<file path="src/verilog/core_pkg.sv">
// shared widths, opcode and operation enums
// decode to execute pipeline struct
package core_pkg;

  typedef logic [31:0] word_t;
  typedef logic [4:0] reg_addr_t;

  // fetch address after reset
  localparam word_t reset_pc = 32'h0000_0000;

  // major opcodes handled by the core
  typedef enum logic [6:0] {
    opc_op     = 7'b0110011,
    opc_op_imm = 7'b0010011,
    opc_lui    = 7'b0110111,
    opc_auipc  = 7'b0010111,
    opc_branch = 7'b1100011,
    opc_jal    = 7'b1101111,
    opc_jalr   = 7'b1100111,
    opc_load   = 7'b0000011,
    opc_store  = 7'b0100011
  } opcode_e;

  typedef enum logic [3:0] {
    alu_add, alu_sub, alu_sll, alu_slt, alu_sltu, alu_xor,
    alu_srl, alu_sra, alu_or, alu_and, alu_pass_b
  } alu_op_e;

  typedef enum logic [2:0] {
    br_none, br_eq, br_ne, br_lt, br_ge, br_ltu, br_geu, br_jump
  } branch_e;

  typedef struct packed {
    logic      valid;
    word_t     pc;
    word_t     operand1;
    word_t     operand2;
    word_t     store_data;
    word_t     imm;
    alu_op_e   alu_op;
    branch_e   branch;
    logic      jalr;
    logic      load;
    logic      store;
    logic      reg_wen;
    reg_addr_t reg_waddr;
  } id_ex_t;

endpackage

</file>
<file path="src/verilog/core_reg.sv">
// integer register file, x0 reads as zero
// combinational reads with write-through bypass
module core_reg (
  input  logic               clk,
  input  logic               arst_n,
  input  core_pkg::reg_addr_t reg1_raddr,
  input  core_pkg::reg_addr_t reg2_raddr,
  output core_pkg::word_t    reg1_rdata,
  output core_pkg::word_t    reg2_rdata,
  input  logic               reg_wen,
  input  core_pkg::reg_addr_t reg_waddr,
  input  core_pkg::word_t    reg_wdata
);
  import core_pkg::*;

  word_t regs [1:31];

  always_ff @(posedge clk or negedge arst_n) begin
    if (!arst_n) begin
      for (int i = 1; i < 32; i++) begin
        regs[i] <= '0;
      end
    end else if (reg_wen && reg_waddr != '0) begin
      regs[reg_waddr] <= reg_wdata;
    end
  end

  // write in the same cycle wins over the stored value
  assign reg1_rdata = (reg1_raddr == '0) ? '0 :
                      (reg_wen && reg_waddr == reg1_raddr) ? reg_wdata : regs[reg1_raddr];
  assign reg2_rdata = (reg2_raddr == '0) ? '0 :
                      (reg_wen && reg_waddr == reg2_raddr) ? reg_wdata : regs[reg2_raddr];

endmodule

</file>
<file path="src/verilog/instruction_fetch.sv">
// program counter and next address selection
// fetch/decode pipeline register
module instruction_fetch (
  input  logic            clk,
  input  logic            arst_n,
  input  logic            stall_n,
  input  logic            flush,
  input  core_pkg::word_t jump_addr,
  output core_pkg::word_t instruction_addr,
  input  core_pkg::word_t instruction,
  output core_pkg::word_t instruction_if_id,
  output core_pkg::word_t pc_if_id,
  output logic            valid_if_id
);
  import core_pkg::*;

  word_t pc;

  assign instruction_addr = pc;

  // flush only arrives while not stalled
  always_ff @(posedge clk or negedge arst_n) begin
    if (!arst_n) begin
      pc <= reset_pc;
    end else if (flush) begin
      pc <= jump_addr;
    end else if (stall_n) begin
      pc <= pc + 32'd4;
    end
  end

  // the word being fetched while a jump resolves is dropped
  always_ff @(posedge clk or negedge arst_n) begin
    if (!arst_n) begin
      valid_if_id <= 1'b0;
    end else if (flush) begin
      valid_if_id <= 1'b0;
    end else if (stall_n) begin
      valid_if_id <= 1'b1;
    end
  end

  always_ff @(posedge clk) begin
    if (stall_n) begin
      instruction_if_id <= instruction;
      pc_if_id          <= pc;
    end
  end

endmodule

</file>
<file path="src/verilog/instruction_decode.sv">
// instruction decode and immediate generation
// operand selection and decode/execute register
module instruction_decode (
  input  logic                clk,
  input  logic                arst_n,
  input  logic                stall_n,
  input  logic                flush,
  input  core_pkg::word_t     instruction_if_id,
  input  core_pkg::word_t     pc_if_id,
  input  logic                valid_if_id,
  output core_pkg::reg_addr_t reg1_raddr,
  output core_pkg::reg_addr_t reg2_raddr,
  input  core_pkg::word_t     reg1_rdata,
  input  core_pkg::word_t     reg2_rdata,
  output core_pkg::id_ex_t    id_ex
);
  import core_pkg::*;

  opcode_e opcode;
  logic [2:0] funct3;
  logic [6:0] funct7;
  word_t imm_i;
  word_t imm_s;
  word_t imm_b;
  word_t imm_u;
  word_t imm_j;
  logic legal;
  id_ex_t id_ex_d;

  // funct3 to alu operation, alt picks sub or sra
  function automatic alu_op_e alu_sel(input logic [2:0] f3, input logic alt);
    case (f3)
      3'b000:  return alt ? alu_sub : alu_add;
      3'b001:  return alu_sll;
      3'b010:  return alu_slt;
      3'b011:  return alu_sltu;
      3'b100:  return alu_xor;
      3'b101:  return alt ? alu_sra : alu_srl;
      3'b110:  return alu_or;
      default: return alu_and;
    endcase
  endfunction

  assign opcode = opcode_e'(instruction_if_id[6:0]);
  assign funct3 = instruction_if_id[14:12];
  assign funct7 = instruction_if_id[31:25];
  assign reg1_raddr = instruction_if_id[19:15];
  assign reg2_raddr = instruction_if_id[24:20];

  assign imm_i = {{20{instruction_if_id[31]}}, instruction_if_id[31:20]};
  assign imm_s = {{20{instruction_if_id[31]}}, instruction_if_id[31:25], instruction_if_id[11:7]};
  assign imm_b = {{19{instruction_if_id[31]}}, instruction_if_id[31], instruction_if_id[7],
                  instruction_if_id[30:25], instruction_if_id[11:8], 1'b0};
  assign imm_u = {instruction_if_id[31:12], 12'h000};
  assign imm_j = {{11{instruction_if_id[31]}}, instruction_if_id[31], instruction_if_id[19:12],
                  instruction_if_id[20], instruction_if_id[30:21], 1'b0};

  always_comb begin
    id_ex_d = '0;
    id_ex_d.pc = pc_if_id;
    id_ex_d.operand1 = reg1_rdata;
    id_ex_d.operand2 = reg2_rdata;
    id_ex_d.store_data = reg2_rdata;
    id_ex_d.reg_waddr = instruction_if_id[11:7];
    id_ex_d.alu_op = alu_add;
    id_ex_d.branch = br_none;
    legal = 1'b1;
    case (opcode)
      opc_op: begin
        legal = (funct7 == 7'b0000000) ||
                (funct7 == 7'b0100000 && (funct3 == 3'b000 || funct3 == 3'b101));
        id_ex_d.alu_op = alu_sel(funct3, funct7[5]);
        id_ex_d.reg_wen = 1'b1;
      end
      opc_op_imm: begin
        // shift immediates carry funct7 in the upper bits
        if (funct3 == 3'b001) legal = (funct7 == 7'b0000000);
        if (funct3 == 3'b101) legal = (funct7 == 7'b0000000) || (funct7 == 7'b0100000);
        id_ex_d.alu_op = alu_sel(funct3, funct3 == 3'b101 && funct7[5]);
        id_ex_d.operand2 = imm_i;
        id_ex_d.reg_wen = 1'b1;
      end
      opc_lui: begin
        id_ex_d.alu_op = alu_pass_b;
        id_ex_d.operand2 = imm_u;
        id_ex_d.reg_wen = 1'b1;
      end
      opc_auipc: begin
        id_ex_d.operand1 = pc_if_id;
        id_ex_d.operand2 = imm_u;
        id_ex_d.reg_wen = 1'b1;
      end
      opc_jal: begin
        id_ex_d.operand1 = pc_if_id;
        id_ex_d.operand2 = imm_j;
        id_ex_d.imm = imm_j;
        id_ex_d.branch = br_jump;
        id_ex_d.reg_wen = 1'b1;
      end
      opc_jalr: begin
        legal = (funct3 == 3'b000);
        id_ex_d.operand2 = imm_i;
        id_ex_d.imm = imm_i;
        id_ex_d.branch = br_jump;
        id_ex_d.jalr = 1'b1;
        id_ex_d.reg_wen = 1'b1;
      end
      opc_branch: begin
        id_ex_d.imm = imm_b;
        case (funct3)
          3'b000:  id_ex_d.branch = br_eq;
          3'b001:  id_ex_d.branch = br_ne;
          3'b100:  id_ex_d.branch = br_lt;
          3'b101:  id_ex_d.branch = br_ge;
          3'b110:  id_ex_d.branch = br_ltu;
          3'b111:  id_ex_d.branch = br_geu;
          default: legal = 1'b0;
        endcase
      end
      opc_load: begin
        // word access only
        legal = (funct3 == 3'b010);
        id_ex_d.operand2 = imm_i;
        id_ex_d.load = 1'b1;
        id_ex_d.reg_wen = 1'b1;
      end
      opc_store: begin
        legal = (funct3 == 3'b010);
        id_ex_d.operand2 = imm_s;
        id_ex_d.store = 1'b1;
      end
      default: legal = 1'b0;
    endcase
    id_ex_d.valid = valid_if_id & legal;
  end

  always_ff @(posedge clk or negedge arst_n) begin
    if (!arst_n) begin
      id_ex <= '0;
    end else if (flush) begin
      id_ex <= '0;
    end else if (stall_n) begin
      id_ex <= id_ex_d;
    end
  end

endmodule

</file>
<file path="src/verilog/instruction_execute.sv">
// alu, branch and jump resolution
// load/store access and register write-back
module instruction_execute (
  input  logic                clk,
  input  logic                arst_n,
  input  logic                stall_n,
  input  core_pkg::id_ex_t    id_ex,
  output logic                reg_wen,
  output core_pkg::reg_addr_t reg_waddr,
  output core_pkg::word_t     reg_wdata,
  output logic                jump,
  output core_pkg::word_t     jump_addr,
  output logic                ram_read,
  output core_pkg::word_t     ram_raddr,
  input  core_pkg::word_t     ram_rdata,
  output logic                ram_write,
  output logic [1:0]          ram_write_width,
  output core_pkg::word_t     ram_waddr,
  output core_pkg::word_t     ram_wdata
);
  import core_pkg::*;

  // store width code for a full word
  localparam logic [1:0] width_word = 2'd2;

  word_t op1;
  word_t op2;
  word_t sum;
  word_t alu_result;
  word_t link;
  logic taken;
  logic jump_sent;

  assign op1 = id_ex.operand1;
  assign op2 = id_ex.operand2;
  assign sum = op1 + op2;
  assign link = id_ex.pc + 32'd4;

  always_comb begin
    case (id_ex.alu_op)
      alu_add:    alu_result = sum;
      alu_sub:    alu_result = op1 - op2;
      alu_sll:    alu_result = op1 << op2[4:0];
      alu_slt:    alu_result = {31'b0, $signed(op1) < $signed(op2)};
      alu_sltu:   alu_result = {31'b0, op1 < op2};
      alu_xor:    alu_result = op1 ^ op2;
      alu_srl:    alu_result = op1 >> op2[4:0];
      alu_sra:    alu_result = word_t'($signed(op1) >>> op2[4:0]);
      alu_or:     alu_result = op1 | op2;
      alu_and:    alu_result = op1 & op2;
      alu_pass_b: alu_result = op2;
      default:    alu_result = sum;
    endcase
  end

  // branches compare rs1 against rs2
  always_comb begin
    case (id_ex.branch)
      br_eq:   taken = (op1 == op2);
      br_ne:   taken = (op1 != op2);
      br_lt:   taken = ($signed(op1) < $signed(op2));
      br_ge:   taken = ($signed(op1) >= $signed(op2));
      br_ltu:  taken = (op1 < op2);
      br_geu:  taken = (op1 >= op2);
      br_jump: taken = 1'b1;
      default: taken = 1'b0;
    endcase
  end

  assign jump_addr = id_ex.jalr ? {sum[31:1], 1'b0} : id_ex.pc + id_ex.imm;

  // a jump seen during a stall is reported once, the controller keeps it pending
  assign jump = id_ex.valid & taken & ~jump_sent;

  always_ff @(posedge clk or negedge arst_n) begin
    if (!arst_n) begin
      jump_sent <= 1'b0;
    end else if (stall_n) begin
      jump_sent <= 1'b0;
    end else if (jump) begin
      jump_sent <= 1'b1;
    end
  end

  assign reg_wen = id_ex.valid & id_ex.reg_wen & stall_n;
  assign reg_waddr = id_ex.reg_waddr;
  assign reg_wdata = (id_ex.branch == br_jump) ? link :
                     id_ex.load ? ram_rdata : alu_result;

  assign ram_read = id_ex.valid & id_ex.load & stall_n;
  assign ram_raddr = sum;
  assign ram_write = id_ex.valid & id_ex.store & stall_n;
  assign ram_write_width = width_word;
  assign ram_waddr = sum;
  assign ram_wdata = id_ex.store_data;

endmodule

</file>
<file path="src/verilog/core_ctrl.sv">
// stall request merge and flush generation
module core_ctrl #(
  parameter int stall_req_num = 1
) (
  input  logic                     clk,
  input  logic                     arst_n,
  input  logic [stall_req_num-1:0] stall_req,
  input  logic                     jump,
  output logic                     stall_n,
  output logic                     flush
);

  logic jump_pending;

  assign stall_n = ~|stall_req;

  // jump waits for the stall to end, then flushes once
  assign flush = stall_n & (jump | jump_pending);

  always_ff @(posedge clk or negedge arst_n) begin
    if (!arst_n) begin
      jump_pending <= 1'b0;
    end else if (stall_n) begin
      jump_pending <= 1'b0;
    end else if (jump) begin
      jump_pending <= 1'b1;
    end
  end

endmodule

</file>
<file path="src/verilog/risc_v_core.sv">
// three-stage rv32i core top level
// fetch, decode, execute, register file and controller
module risc_v_core #(
  parameter int stall_req_num = 1
) (
  input  logic                     clk,
  input  logic                     arst_n,
  input  logic [stall_req_num-1:0] stall_req,
  output logic                     core_stall_n,
  // instruction memory
  output core_pkg::word_t          instruction_addr,
  input  core_pkg::word_t          instruction,
  // data memory
  output logic                     ram_read,
  output logic                     ram_write,
  output logic [1:0]               ram_write_width,
  output core_pkg::word_t          ram_raddr,
  output core_pkg::word_t          ram_waddr,
  output core_pkg::word_t          ram_wdata,
  input  core_pkg::word_t          ram_rdata
);
  import core_pkg::*;

  logic stall_n;
  logic flush;
  logic jump;
  word_t jump_addr;

  reg_addr_t reg1_raddr;
  reg_addr_t reg2_raddr;
  word_t reg1_rdata;
  word_t reg2_rdata;
  logic reg_wen;
  reg_addr_t reg_waddr;
  word_t reg_wdata;

  word_t instruction_if_id;
  word_t pc_if_id;
  logic valid_if_id;
  id_ex_t id_ex;

  assign core_stall_n = stall_n;

  core_reg u_core_reg (
    .clk(clk), .arst_n(arst_n),
    .reg1_raddr(reg1_raddr), .reg2_raddr(reg2_raddr),
    .reg1_rdata(reg1_rdata), .reg2_rdata(reg2_rdata),
    .reg_wen(reg_wen), .reg_waddr(reg_waddr), .reg_wdata(reg_wdata)
  );

  instruction_fetch u_instruction_fetch (
    .clk(clk), .arst_n(arst_n), .stall_n(stall_n), .flush(flush),
    .jump_addr(jump_addr),
    .instruction_addr(instruction_addr), .instruction(instruction),
    .instruction_if_id(instruction_if_id), .pc_if_id(pc_if_id), .valid_if_id(valid_if_id)
  );

  instruction_decode u_instruction_decode (
    .clk(clk), .arst_n(arst_n), .stall_n(stall_n), .flush(flush),
    .instruction_if_id(instruction_if_id), .pc_if_id(pc_if_id), .valid_if_id(valid_if_id),
    .reg1_raddr(reg1_raddr), .reg2_raddr(reg2_raddr),
    .reg1_rdata(reg1_rdata), .reg2_rdata(reg2_rdata),
    .id_ex(id_ex)
  );

  // memory access and write-back both happen here
  instruction_execute u_instruction_execute (
    .clk(clk), .arst_n(arst_n), .stall_n(stall_n), .id_ex(id_ex),
    .reg_wen(reg_wen), .reg_waddr(reg_waddr), .reg_wdata(reg_wdata),
    .jump(jump), .jump_addr(jump_addr),
    .ram_read(ram_read), .ram_raddr(ram_raddr), .ram_rdata(ram_rdata),
    .ram_write(ram_write), .ram_write_width(ram_write_width),
    .ram_waddr(ram_waddr), .ram_wdata(ram_wdata)
  );

  core_ctrl #(.stall_req_num(stall_req_num)) u_core_ctrl (
    .clk(clk), .arst_n(arst_n), .stall_req(stall_req), .jump(jump),
    .stall_n(stall_n), .flush(flush)
  );

endmodule

</file>
<file path="config.mk">
export PLATFORM = sky130hd
export DESIGN_NAME = risc_v_core
export DESIGN_NICKNAME = d
export VERILOG_FILES = /design/src/verilog/core_pkg.sv /design/src/verilog/core_reg.sv /design/src/verilog/instruction_fetch.sv /design/src/verilog/instruction_decode.sv /design/src/verilog/instruction_execute.sv /design/src/verilog/core_ctrl.sv /design/src/verilog/risc_v_core.sv
export SDC_FILE = /design/constraint.sdc
export NUM_CORES = 2
export LEC_CHECK = 0
export BUFFER_PORTS_ARGS = -buffer_cell sky130_fd_sc_hd__buf_4
export CAP_MARGIN = 20
export CORE_MARGIN = 10
export CORE_UTILIZATION = 41
export DETAILED_ROUTE_END_ITERATION = 7
export MAX_ROUTING_LAYER = met4
export PLACE_DENSITY = 0.6
export SYNTH_ARGS = -nofsm -noshare
export SYNTH_HDL_FRONTEND = slang
export SYNTH_HIERARCHICAL = 1
export SYNTH_SLANG_ARGS = --single-unit
</file>
<file path="constraint.sdc">
create_clock -name clk -period 5.8 [get_ports clk]
set_input_delay 0.58 -clock clk [delete_from_list [all_inputs] [get_ports clk]]
set_output_delay 0.58 -clock clk [all_outputs]
set_load 0.02 [all_outputs]
</file>
==> flow_summary.json <==
{
  "syn_area_per_cell_um2": 11.9,
  "maxCapViolations": 0,
  "grt_max_degree": 157,
  "grtUsageTotal": 0.311,
  "layout_setup_ws_ns": 0.322,
  "finalHoldViolCount": 0,
  "tightest_slew_ns": 1.21,
  "synth-main-ff-cell": "dfrtp_1",
  "seq_area_mm2": 0.0318,
  "h-tree-depth": 4,
  "drive_above_1_share": 0.369,
  "post-route-min-period_ns": 5.48,
  "stdcell_area_mm2": 0.0884,
  "fillCellCount": 17300,
  "layout.cells.non_filler": 9255,
  "hold_path.class": "primary input to register",
  "synthTopCellsByArea": "dfrtp_1 38%, mux2_2 16%, mux4_2 14%, mux2i_1 2.7%, edfxtp_1 2.5%",
  "dp_slack_ns": 0.347,
  "die_w_um": 457,
  "finClkSkew_ns": 0.0443,
  "netlist-cell-type-count": 105,
  "crit_arrival_ns": 6.18,
  "syn_inst": 6593,
  "firstDrtPassIters": 8,
  "setup_viol": 0,
  "cp-end-kind": "register",
  "ant_nets": 0,
  "start_util": 0.412,
  "cts_sinks": 1257,
  "wl_per_cell_um": 35.4,
  "totalWireLength_um": 327000,
  "synth_area_leader_cell": "dfrtp_1",
  "rows": 160,
  "place_area_mm2": 0.0833,
  "antenna_found_initial": 12,
  "crit_required_ns": 6.50,
  "io_buffers": 197,
  "cp_max_fo": 47,
  "syn_to_final_growth_pct": 12.7,
  "fin_total_pwr_mw": 26.6,
  "cts.path.max_buffers": 3,
  "grt_pass1_vias": 60500,
  "status": "completed",
  "hpwlAfterDp_um": 223000,
  "core_area_mm2": 0.190,
  "yosysWarnings": 6,
  "die_area_mm2": 0.209,
  "relSlewSlack": 0.190,
  "grt_pass1_wl_um": 461000,
  "layout_commonest_cell": "dfrtp_1",
  "dp_cells": 8954,
  "syn_nets": 6793,
  "crit_type": "register to register",
  "yosysTopAreaCellShare": 0.381,
  "ir_drop_mv": 0.322,
  "place_congestion": 1.06,
  "fin_crit_sh": 0.945,
  "async_flop_share": 0.949,
  "drc_errors": 0,
  "timing.fmax_ghz": 0.183,
  "drtIter0Drc": 7016,
  "io_pins": 200,
  "viasPerCell": 6.69,
  "power.density_mw_per_mm2": 301,
  "cts_root_buffer": "clkbuf_16",
  "ys_ff_latch": 1257,
  "cts_setup_buffers": 0,
  "nets": 6827,
  "power.leakage_nw": 39.5,
  "multi_input_area_mm2": 0.0432,
  "insertion_delay_ns": 0.83,
  "grt-ovfl-total": 0,
  "cp-start-kind": "register",
  "synth_edf_count": 64,
  "fp.dieH_um": 457,
  "rsz0062_at_grt": "false",
  "cts.clk_slew.worst_paths_ns": 0.07,
  "cts_tree": "done",
  "cts_buffers": 143,
  "seq_area_frac_synth": 0.405,
  "tns_ns": 0,
  "dr_total_vias": 61900,
  "slew_viol_final": 0,
  "netlist_area_mm2": 0.0784,
  "layout_common_cells": "1,188 x dfrtp_1, 1,098 x mux2_2, 506 x buf_4, 488 x mux4_2, 441 x nor2_1"
}
## final cells by class
class                           count  area share
Inverter                          157     0.00675
Clock buffer                      210      0.0464
Sequential cell                  1257       0.360
Antenna cell                        9    0.000255
Tap cell                         2511      0.0356
Timing Repair Buffer              585      0.0564
Clock inverter                     43     0.00660
Multi-Input combinational cell   4483       0.488
## worst paths after layout
kind / startpoint / end / slack (ns) / cells after the start
max: u_instruction_decode/id_ex[137]$_DFFE_PN0P_ / u_instruction_fetch/instruction_addr[0]$_DFFE_PN0P_ / 0.32 / 14
min: stall_req / u_core_ctrl/jump_pending$_DFFE_PN0P_ / 0.09 / 2
max reg2reg: u_instruction_decode/id_ex[137]$_DFFE_PN0P_ / u_instruction_fetch/instruction_addr[0]$_DFFE_PN0P_ / 0.32 / 14
min reg2reg: u_instruction_execute/jump_sent$_DFFE_PN0P_ / u_instruction_execute/jump_sent$_DFFE_PN0P_ / 0.52 / 2
max in group asynchronous: arst_n / u_core_reg/regs[90]$_DFFE_PN0P_ / 3.83 / 3
min in group asynchronous: arst_n / u_core_reg/regs[717]$_DFFE_PN0P_ / 0.41 / 2
## stage by stage
stage | utilization | hold WS (ns)
after floorplan | - | 0.284
after global placement | 0.437 | 0.486
after detailed placement | 0.438 | 0.500
after CTS | 0.464 | 0.0455
after global routing | 0.465 | 0.0727
final | 0.465 | 0.0924
## where the power goes
group          internal (mW)  switching [mW]
combinational           2.46            5.21
sequential              9.15           0.528
clock                   5.21            3.99
total                   16.8            9.73
## per-layer routing
layer,up-vias,routed length [um],GRT usage
met4,0,23200,0.180
met1,32400,126000,0.384
met2,3521,147000,0.463
li1,25100,-,-
met3,887,31500,0.0770
met5,-,0,-
## worst max-delay path: stages (launching register included)
cell	delay, ns
dfrtp_1	0.60
inv_1	0.09
ha_1	0.47
nor4_1	0.76
nand2_1	0.18
nor3_1	0.46
nand4_1	0.29
nor2b_1	0.22
and4_1	0.21
or4_1	0.49
nor2_1	0.18
o21ba_4	0.44
buf_12	0.29
buf_12	0.25
mux2_2	0.36
## timing repair
action / CTS / global route
hold buffers: 33 / 0
resized for setup: 0 / 0
hold endpoints to repair: 153 / 0
setup endpoints to repair: 0 / 14
## kinds of logic (layout without fill, tap and decap cells)
family / after synthesis / in the layout / synth area share
AOI/OAI and AO/OA: 1146 / 1146 / 0.105
xor gates and xnor gates: 115 / 115 / 0.0128
other: 2 / 11 / 0.0000958
and+or+nand+nor: 1277 / 1278 / 0.0765
DFF: 1257 / 1257 / 0.405
adders and majority gates: 133 / 133 / 0.0215
muxes: 1809 / 1809 / 0.327
buffers and inverters: 854 / 995 / 0.0513
## synthesized netlist by cell type (30+ instances only)
library cell,instances
a21oi_1,186
a31oi_1,49
clkbuf_1,363
nor3_1,120
and3_1,37
inv_1,150
xnor2_1,77
nor4_1,33
nor2b_1,47
a221o_1,56
o22ai_1,50
nand3_1,79
dfrtp_1,1193
ha_1,130
xor2_1,38
nand2_1,299
mux2_2,1098
o211ai_1,30
edfxtp_1,64
a221oi_1,88
nor2_1,460
nand2b_1,30
buf_4,123
buf_2,105
mux4_2,488
buf_1,79
a22oi_1,53
mux2i_1,215
o21ai_0,164
a22o_1,48
nand4_1,41
a211oi_1,124
## flip-flops by register name, indices dropped and copies added, names as in the netlist
register / cells
u_core_reg/regs: 992
u_instruction_execute/jump_sent: 1
u_core_ctrl/jump_pending: 1
u_instruction_decode/id_ex: 166
u_instruction_fetch/instruction_addr: 32
u_instruction_fetch/valid_if_id: 1
u_instruction_fetch/pc_if_id: 32
u_instruction_fetch/instruction_if_id: 32
Note: power is estimated with default switching activity, not from simulation.
